==> src/common/cdb_pkg.sv <==
package cdb_pkg;

  // ------------------------------------------------------------------------
  // Sizes
  // ------------------------------------------------------------------------

  // Ordinary execution units, served in rounds
  localparam int unsigned NUM_EU = 4;

  // Index of an ordinary unit on the arbiter/mux side
  localparam int unsigned EU_IDX_W = $clog2(NUM_EU);

  // ROB tag and result value
  localparam int unsigned ROB_IDX_W = 4;
  localparam int unsigned DATA_W = 32;

  // ------------------------------------------------------------------------
  // Exception codes
  // ------------------------------------------------------------------------

  // Reported by the unit together with the result, resolved at commit
  typedef enum logic [1:0] {
    EXC_NONE         = 2'd0,
    EXC_MISALIGNED   = 2'd1,
    EXC_ILLEGAL      = 2'd2,
    EXC_ACCESS_FAULT = 2'd3
  } except_e;

  // ------------------------------------------------------------------------
  // Result and bus words
  // ------------------------------------------------------------------------

  // One finished result as produced by an execution unit
  typedef struct packed {
    logic [ROB_IDX_W-1:0] rob_idx;
    logic [DATA_W-1:0]    value;
    except_e              exc;
  } eu_result_t;

  // Word driven on the CDB towards the ROB
  // Max_prio marks results coming from the dedicated line
  typedef struct packed {
    logic       max_prio;
    eu_result_t res;
  } cdb_word_t;

endpackage

==> src/rtl/eu_result_buffer.sv <==
`timescale 1ns/10ps

module eu_result_buffer (
  input  logic                clk_i,
  input  logic                rst_ni,
  input  logic                flush_i,

  // From the execution unit
  input  logic                res_valid_i,
  input  cdb_pkg::eu_result_t res_i,
  output logic                busy_o,

  // To the arbiter and the CDB mux
  output logic                valid_o,
  input  logic                ready_i,
  output cdb_pkg::eu_result_t data_o
);

  // Entry state
  logic                valid_q;
  cdb_pkg::eu_result_t data_q;

  // Entry handed over to the CDB at this edge
  logic                pop;

  assign pop = valid_q & ready_i;

  // ------------------------------------------------------------------------
  // Entry registers
  // ------------------------------------------------------------------------

  // A new strobe wins over a pop, so a refill at the accepting edge keeps it full
  always_ff @(posedge clk_i or negedge rst_ni) begin : valid_reg
    if (!rst_ni) begin
      valid_q <= 1'b0;
    end else if (flush_i) begin
      valid_q <= 1'b0;
    end else if (res_valid_i) begin
      valid_q <= 1'b1;
    end else if (pop) begin
      valid_q <= 1'b0;
    end
  end

  // Payload, loaded on every accepted strobe
  always_ff @(posedge clk_i) begin : data_reg
    if (res_valid_i && !flush_i) begin
      data_q <= res_i;
    end
  end

  // Unit stalls on a full entry
  assign busy_o  = valid_q;
  assign valid_o = valid_q;
  assign data_o  = data_q;

  // The unit must honour busy_o, a refill is only legal at the accepting edge
  a_no_overwrite : assert property (@(posedge clk_i) disable iff (!rst_ni || flush_i)
    res_valid_i |-> (!valid_q || ready_i))
    else $error("eu_result_buffer: result strobed into a full entry");

endmodule

==> src/cdb/cdb_arbiter.sv <==
`timescale 1ns/10ps

module cdb_arbiter (
  input  logic                         clk_i,
  input  logic                         rst_ni,
  input  logic                         flush_i,

  // Dedicated maximum-priority line
  input  logic                         max_prio_valid_i,
  output logic                         max_prio_ready_o,

  // Ordinary units
  input  logic [cdb_pkg::NUM_EU-1:0]   valid_i,
  output logic [cdb_pkg::NUM_EU-1:0]   ready_o,

  // ROB side
  input  logic                         rob_ready_i,
  output logic                         rob_valid_o,

  // Select lines for the CDB mux
  output logic                         served_max_prio_o,
  output logic [cdb_pkg::EU_IDX_W-1:0] served_idx_o
);

  // Remaining requests of the current round
  logic [cdb_pkg::NUM_EU-1:0]   rem_valid_q;
  logic [cdb_pkg::NUM_EU-1:0]   rem_valid_d;

  // Candidates, encoder and one-hot grant
  logic [cdb_pkg::NUM_EU-1:0]   cand;
  logic [cdb_pkg::EU_IDX_W-1:0] enc_idx;
  logic                         enc_valid;
  logic [cdb_pkg::NUM_EU-1:0]   grant;

  // ------------------------------------------------------------------------
  // Candidate selection
  // ------------------------------------------------------------------------

  // New requests wait while the round is still open
  assign cand = (|rem_valid_q) ? rem_valid_q : valid_i;

  // Lowest index first
  always_comb begin : prio_enc
    enc_idx   = '0;
    enc_valid = 1'b0;
    for (int i = cdb_pkg::NUM_EU - 1; i >= 0; i--) begin
      if (cand[i]) begin
        enc_idx   = i[cdb_pkg::EU_IDX_W-1:0];
        enc_valid = 1'b1;
      end
    end
  end

  always_comb begin : grant_dec
    grant = '0;
    if (enc_valid) begin
      grant[enc_idx] = 1'b1;
    end
  end

  // ------------------------------------------------------------------------
  // Handshake outputs
  // ------------------------------------------------------------------------
  assign rob_valid_o      = max_prio_valid_i | enc_valid;
  assign max_prio_ready_o = max_prio_valid_i & rob_ready_i;
  assign ready_o          = (!max_prio_valid_i && rob_ready_i) ? grant : '0;

  // Max-priority line overrides the ordinary index
  assign served_max_prio_o = max_prio_valid_i;
  assign served_idx_o      = enc_idx;

  // ------------------------------------------------------------------------
  // Round snapshot
  // ------------------------------------------------------------------------

  // Held while the max-priority line owns the bus
  // A stalled ordinary transfer freezes the candidate set, so the word stays put
  always_comb begin : rem_next
    if (max_prio_valid_i) begin
      rem_valid_d = rem_valid_q;
    end else begin
      rem_valid_d = cand & ~ready_o;
    end
  end

  always_ff @(posedge clk_i or negedge rst_ni) begin : rem_reg
    if (!rst_ni) begin
      rem_valid_q <= '0;
    end else if (flush_i) begin
      rem_valid_q <= '0;
    end else begin
      rem_valid_q <= rem_valid_d;
    end
  end

  // ------------------------------------------------------------------------
  // Assertions
  // ------------------------------------------------------------------------

  // Snapshot only keeps units whose buffer still holds a result
  a_snap_pending : assert property (@(posedge clk_i) disable iff (!rst_ni)
    (rem_valid_q & ~valid_i) == '0)
    else $error("cdb_arbiter: round holds a unit with an empty buffer");

  // Stalled ordinary grant keeps its index until the ROB takes it
  a_stall_hold : assert property (@(posedge clk_i) disable iff (!rst_ni)
    (enc_valid && !max_prio_valid_i && !rob_ready_i && !flush_i) |=>
      (max_prio_valid_i || (enc_valid && $stable(enc_idx))))
    else $error("cdb_arbiter: ordinary grant moved under back-pressure");

endmodule

==> src/cdb/cdb_mux.sv <==
`timescale 1ns/10ps

module cdb_mux (
  // Maximum-priority buffer
  input  cdb_pkg::eu_result_t          max_prio_data_i,

  // Ordinary buffers
  input  cdb_pkg::eu_result_t          eu_data_i [cdb_pkg::NUM_EU],

  // Select lines from the arbiter
  input  logic                         served_max_prio_i,
  input  logic [cdb_pkg::EU_IDX_W-1:0] served_idx_i,

  // Bus word towards the ROB
  output cdb_pkg::cdb_word_t           cdb_o
);

  // Result picked among the ordinary buffers
  cdb_pkg::eu_result_t eu_sel;

  // ------------------------------------------------------------------------
  // Result steering
  // ------------------------------------------------------------------------

  // Index is only meaningful when the arbiter has an ordinary grant
  assign eu_sel = eu_data_i[served_idx_i];

  // Dedicated line takes the bus whenever it is served
  always_comb begin : bus_word
    cdb_o.max_prio = served_max_prio_i;
    if (served_max_prio_i) begin
      cdb_o.res = max_prio_data_i;
    end else begin
      cdb_o.res = eu_sel;
    end
  end

endmodule

==> src/rtl/cdb_top.sv <==
`timescale 1ns/10ps

module cdb_top (
  input  logic                       clk_i,
  input  logic                       rst_ni,
  input  logic                       flush_i,

  // Maximum-priority execution unit
  input  logic                       mp_res_valid_i,
  input  cdb_pkg::eu_result_t        mp_res_i,
  output logic                       mp_busy_o,

  // Ordinary execution units
  input  logic [cdb_pkg::NUM_EU-1:0] eu_res_valid_i,
  input  cdb_pkg::eu_result_t        eu_res_i [cdb_pkg::NUM_EU],
  output logic [cdb_pkg::NUM_EU-1:0] eu_busy_o,

  // ROB side
  input  logic                       rob_ready_i,
  output logic                       cdb_valid_o,
  output cdb_pkg::cdb_word_t         cdb_o
);

  // Maximum-priority buffer to arbiter and mux
  logic                         mp_valid;
  logic                         mp_ready;
  cdb_pkg::eu_result_t          mp_data;

  // Ordinary buffers to arbiter and mux
  logic [cdb_pkg::NUM_EU-1:0]   eu_valid;
  logic [cdb_pkg::NUM_EU-1:0]   eu_ready;
  cdb_pkg::eu_result_t          eu_data [cdb_pkg::NUM_EU];

  // Arbiter select lines
  logic                         served_max_prio;
  logic [cdb_pkg::EU_IDX_W-1:0] served_idx;

  // ------------------------------------------------------------------------
  // Result buffers
  // ------------------------------------------------------------------------
  eu_result_buffer u_mp_buf (
    .clk_i      (clk_i),
    .rst_ni     (rst_ni),
    .flush_i    (flush_i),
    .res_valid_i(mp_res_valid_i),
    .res_i      (mp_res_i),
    .busy_o     (mp_busy_o),
    .valid_o    (mp_valid),
    .ready_i    (mp_ready),
    .data_o     (mp_data)
  );

  for (genvar i = 0; i < cdb_pkg::NUM_EU; i++) begin : gen_eu_buf
    eu_result_buffer u_eu_buf (
      .clk_i      (clk_i),
      .rst_ni     (rst_ni),
      .flush_i    (flush_i),
      .res_valid_i(eu_res_valid_i[i]),
      .res_i      (eu_res_i[i]),
      .busy_o     (eu_busy_o[i]),
      .valid_o    (eu_valid[i]),
      .ready_i    (eu_ready[i]),
      .data_o     (eu_data[i])
    );
  end

  // ------------------------------------------------------------------------
  // Arbitration and bus datapath
  // ------------------------------------------------------------------------
  cdb_arbiter u_arbiter (
    .clk_i            (clk_i),
    .rst_ni           (rst_ni),
    .flush_i          (flush_i),
    .max_prio_valid_i (mp_valid),
    .max_prio_ready_o (mp_ready),
    .valid_i          (eu_valid),
    .ready_o          (eu_ready),
    .rob_ready_i      (rob_ready_i),
    .rob_valid_o      (cdb_valid_o),
    .served_max_prio_o(served_max_prio),
    .served_idx_o     (served_idx)
  );

  cdb_mux u_mux (
    .max_prio_data_i  (mp_data),
    .eu_data_i        (eu_data),
    .served_max_prio_i(served_max_prio),
    .served_idx_i     (served_idx),
    .cdb_o            (cdb_o)
  );

endmodule

==> config.mk <==
export PLATFORM = sky130hd
export DESIGN_NAME = cdb_top
export DESIGN_NICKNAME = d
export VERILOG_FILES = /design/src/common/cdb_pkg.sv /design/src/rtl/eu_result_buffer.sv /design/src/cdb/cdb_arbiter.sv /design/src/cdb/cdb_mux.sv /design/src/rtl/cdb_top.sv
export SDC_FILE = /design/constraint.sdc
export NUM_CORES = 1
export LEC_CHECK = 0
export BUFFER_PORTS_ARGS = -buffer_cell sky130_fd_sc_hd__buf_2
export CAP_MARGIN = 15
export CORE_MARGIN = 4
export CORE_UTILIZATION = 50
export DETAILED_ROUTE_END_ITERATION = 12
export HOLD_SLACK_MARGIN = 0.03
export PLACE_DENSITY_LB_ADDON = 0.15
export SYNTH_ARGS = -nofsm -noshare
export SYNTH_HDL_FRONTEND = slang
export SYNTH_HIERARCHICAL = 1
export SYNTH_SLANG_ARGS = --single-unit
==> constraint.sdc <==
create_clock -name clk_i -period 2.07 [get_ports clk_i]
set_clock_uncertainty 0.1 [all_clocks]
set_input_delay 0.1035 -clock clk_i [delete_from_list [all_inputs] [get_ports clk_i]]
set_output_delay 0.1035 -clock clk_i [all_outputs]
set_load 0.01 [all_outputs]
==> run metrics, run 1 <==
outcome stopped before the end; Failed at clock tree synthesis; Stop Error [ERROR RSZ-0060] Max buffer count reached.; Yosys top cell by area edfxtp_1; CTS Buf Count 17; syn_nets ~680; count of cell types in the netlist 33; post-synthesis register bit count around 200; H-tree Lvls 4; Synth top area share roughly 70%; number of flops mapped to enable cells by yosys 190; initial core utilization 51.04%; Synth Instances 480; hold_buf cts between 150 and 200; CTS max path bufs 2; Mapped Avg Cell Area 16.95 µm²; Seq/Total Area, Yosys 72.88%; Setup Buffers After CTS 9; Ports 244; post_cts resized 24; top cells by area, synth edfxtp_1 (70%), a221oi_2 (5.9%), mux2i_1 (4.7%); placed instance area 0.009753 mm²; chip width 135.6 µm; clock root buffer clkbuf_16; Syn. warnings 6; most common cell in the netlist edfxtp_1; asr flop ratio synth 4.523%; gpl congestion roughly 0.8; number of clock sinks slightly below 200; DP Wirelength about 14000 µm; Die Y 135.6 µm; Post-synth top flop edfxtp_1; Port-buffer cells 243; num rows 46; Mapped Area 0.008138 mm²; Post-synth top cells edfxtp_1 (190), inv_1 (46), nor2b_1 (39), mux2i_1 (38), a211oi_1 (36)
[through the flow]
step                      hold WS (ns)  utilization, %  setup TNS, ns  instances  worst slack, ns
after global placement         -0.1367           61.18              0        942          0.04330
after floorplan                -0.2921               -        -0.3529        480         -0.01176
after detailed placement       -0.1319           61.18              0        942         0.008719
[cell families after synthesis]
group / count (synthesis) / share of synthesized area [%]
flip-flops: 199 / 72.88
AND/OR/NAND/NOR: 71 / 5.151
AO/OA/AOI/OAI: 93 / 11.78
buffers and inverters: 79 / 5.520
multiplexers: 38 / 4.674
==> run 2, diff against run 1 <==
CORE_UTILIZATION = 35   (was 50)
HOLD_SLACK_MARGIN = default   (was 0.03)
==> run 2 against run 1 <==
  * The flow now finishes, with violations (setup timing)
  * Synthesized cell count stayed put
  * Synthesized area stayed put
==> run metrics, run 2 <==
largest family of logic cells by synthesized area compound AO/OA/AOI/OAI gates; failing checks setup timing; Die Y 160.5 µm (+18%); most common cell after layout, fill and taps aside buf_2; Seq/Total Area, Yosys 72.88% (unchanged); post-synthesis compound-gate area fraction 11.78% (unchanged); Crit path required time around 1.9 ns; Core ar. ~0.023 mm²; CTS max path bufs 2 (unchanged); # setup viols final 38; worst endpoint data arrival time 2.41 ns; crit end category output port; GRT Util Overall approximately a fifth; # fillers about 1800; number of flops mapped to enable cells by yosys 190 (unchanged); hold_sp flush_i; vias in the first global route 6675; max-cap violations 0; initial core utilization 35.73% (-15 points); Die Area 0.02575 mm²; first-pass GRT wire length roughly 37000 µm; initial antenna violation count 1; peak supply drop 0.5603 mV; most frequent cells in the layout buf_2 (243), dlygate4sd3_1 (199), edfxtp_1 (190), inv_1 (46), mux2i_1 (35); DR WL/cell 19.13 µm; number of vias per cell between 4 and 5; mux contribution to synthesized area 4.674% (unchanged); largest net degree at the start of global routing 24; via count approximately 6000; max reg flops around 150; Reg area between 0.005 and 0.006 mm²; syn_nets 679 (unchanged); met1 usage around 23%; met2 Use GR around a third; Post-synth top flop edfxtp_1; LEAKAGE about 5.2 nW; FF-to-FF path depth 9; worst hold slack about 0.021 ns; CTS Buf Count 17 (unchanged); Hold Path Class primary input to flip-flop; hold path endpoint gen_eu_buf[1].u_eu_buf/busy_o$_DFFE_PN0P_; Nets 1168; fin crit period between 2 and 3 ns; r2r startpoint gen_eu_buf[3].u_eu_buf/busy_o$_DFFE_PN0P_; final hold vios 0; outcome complete, but fails checks; area occupied by multi-input gates about 0.0022 mm²; grt total ovfl 0; drt pass-1 iters 4; H-tree Lvls 4 (unchanged); Crit Path Class flip-flop to output port; Syn. warnings 6 (unchanged); RSZ-0062 raised after global routing yes; post-route cell area ~0.013 mm²; Iteration-0 DRC Markers 250; chip width 160.5 µm (+18%); Adder-Cell Fraction of Synth Area 0% (unchanged); Area growth syn-to-layout 63.08%; DP Wirelength 15130 µm (+7.6%); Mapped Area 0.008138 mm² (unchanged); Residual DRC 0; CTS tree done; PwrDens approximately 840 mW/mm²; clock root buffer clkbuf_16; GR peak layer met2; Crit Path Max Fanout 6; asr flop ratio synth 4.523% (unchanged); Synth top area share 70.11% (unchanged); R2R Setup Slk approximately 0.1 ns; Slew HR between 60% and 70%; Post-synth top cells edfxtp_1 (190), inv_1 (46), nor2b_1 (39), mux2i_1 (38), a211oi_1 (36); Clk Latency, worst-skew pair 0.42 ns; placed instance area 0.009947 mm² (+2.0%); Yosys top cell by area edfxtp_1; post-synthesis register bit count 199 (unchanged); Slew @ Worst Pin 0.4572 ns; most common cell in the netlist edfxtp_1; startpoint types flip-flop; count of cell types in the netlist 33 (unchanged); Port-buffer cells 243 (unchanged); count of pins over their slew limit 0; Routed Antenna Nets 0; period utilisation layout 126.2%; met3 Usage GRT 3.926%; num rows 55 (+20%); Max Clk Rate 0.3827 GHz; Reg clk slew, reported paths roughly 0.070 ns; number of clock sinks 199 (unchanged); WHS Path Cells 2; Ports 244 (unchanged); Synth Instances 480 (unchanged); Mapped Avg Cell Area 16.95 µm² (unchanged); Routed WL 24790 µm; setup ws final -0.5430 ns; Worst R2R End gen_eu_buf[2].u_eu_buf/busy_o$_DFFE_PN0P_; simple-gate share of the synthesized area 5.151% (unchanged); top cells by area, synth edfxtp_1 (70%), a221oi_2 (5.9%), mux2i_1 (4.7%); xor/xnor cell area share of the yosys netlist 0% (unchanged); gpl congestion 0.8067 (+0.70%); fraction of layout cells with a size suffix above 1 roughly 45%
[run 2: stage by stage]
step	setup slack [ns]	TNS (ns)	total power, W	cells	util [%]
floorplan	-0.01176	-0.3529	0.006100	480	-
global placement	-0.03866	-0.1201	0.006908	1047	43.67
detailed placement	-0.06156	-0.1870	0.006946	1047	43.67
CTS	-0.4813	-16.45	0.01106	1294	57.23
global route	-0.6351	-21.99	0.01160	1296	58.26
finish	-0.5430	-18.46	0.01113	1296	58.26
[run 2: cell families after synthesis]
group,Yosys count
AO/OA/AOI/OAI,93
buffers and inverters,79
AND/OR/NAND/NOR,71
flip-flops,199
multiplexers,38
[run 2: worst max path at each step]
stage,startpoint,end,slack [ns],depth (start not counted)
4_1_cts,gen_eu_buf[3].u_eu_buf/busy_o$_DFFE_PN0P_,cdb_o[12],-0.48,9
2_1_floorplan,gen_eu_buf[3].u_eu_buf/busy_o$_DFFE_PN0P_,cdb_o[10],-0.01,10
3_5_place_dp,u_arbiter/rem_valid_q[3]$_DFFE_PN0P_,cdb_o[4],-0.06,9
5_1_grt,gen_eu_buf[3].u_eu_buf/busy_o$_DFFE_PN0P_,cdb_o[12],-0.64,10
6_report,gen_eu_buf[3].u_eu_buf/busy_o$_DFFE_PN0P_,cdb_o[12],-0.54,9
3_3_place_gp,u_arbiter/rem_valid_q[3]$_DFFE_PN0P_,cdb_o[3],-0.04,9
[run 2: metal layers]
layer / up-vias / share of wire, % / wire length [µm]
met3: 25 / 5.6 / 1394
li1: 2831 / - / -
met4: 0 / 1.3 / 331
met1: 2884 / 40 / 9970
met2: 223 / 53 / 13090
met5: - / 0 / 0
[run 2: repair_timing]
action | in CTS | in global routing
endpoints found under the hold margin | 206 | 0
endpoints found under the setup margin | 38 | 38
setup buffers | 9 | 0
gates cloned | 7 | 1
pin swaps | 12 | 13
resized for setup | 48 | 46
hold buffers | 199 | 0
[run 2: cell type report]
| class | count | area share, % |
|---|---|---|
| antenna | 1 | 0.01886 |
| sequential | 199 | 44.72 |
| tap | 313 | 2.951 |
| multi-input combinational | 203 | 16.55 |
| clock buffer | 17 | 3.205 |
| clock inverter | 15 | 1.367 |
| timing repair buffer | 502 | 29.90 |
| inverter | 46 | 1.301 |
[run 2: worst max-delay path, stage by stage (launching register included)]
cell and delay, ns:
dfrtp_1 0.39, nor2b_4 0.13, o21bai_1 0.22, a21oi_2 0.11, o21a_4 0.28, buf_12 0.16
buf_16 0.13, mux2i_1 0.13, a221oi_2 0.25, buf_2 0.20
[run 2: report_power, final]
part,switching (W),internal [W]
Clock,0.00170,0.00164
Sequential,0.0000954,0.00471
Combinational,0.00142,0.00157
Total,0.00321,0.00792
No activity file was read; power rests on OpenSTA's default activity.
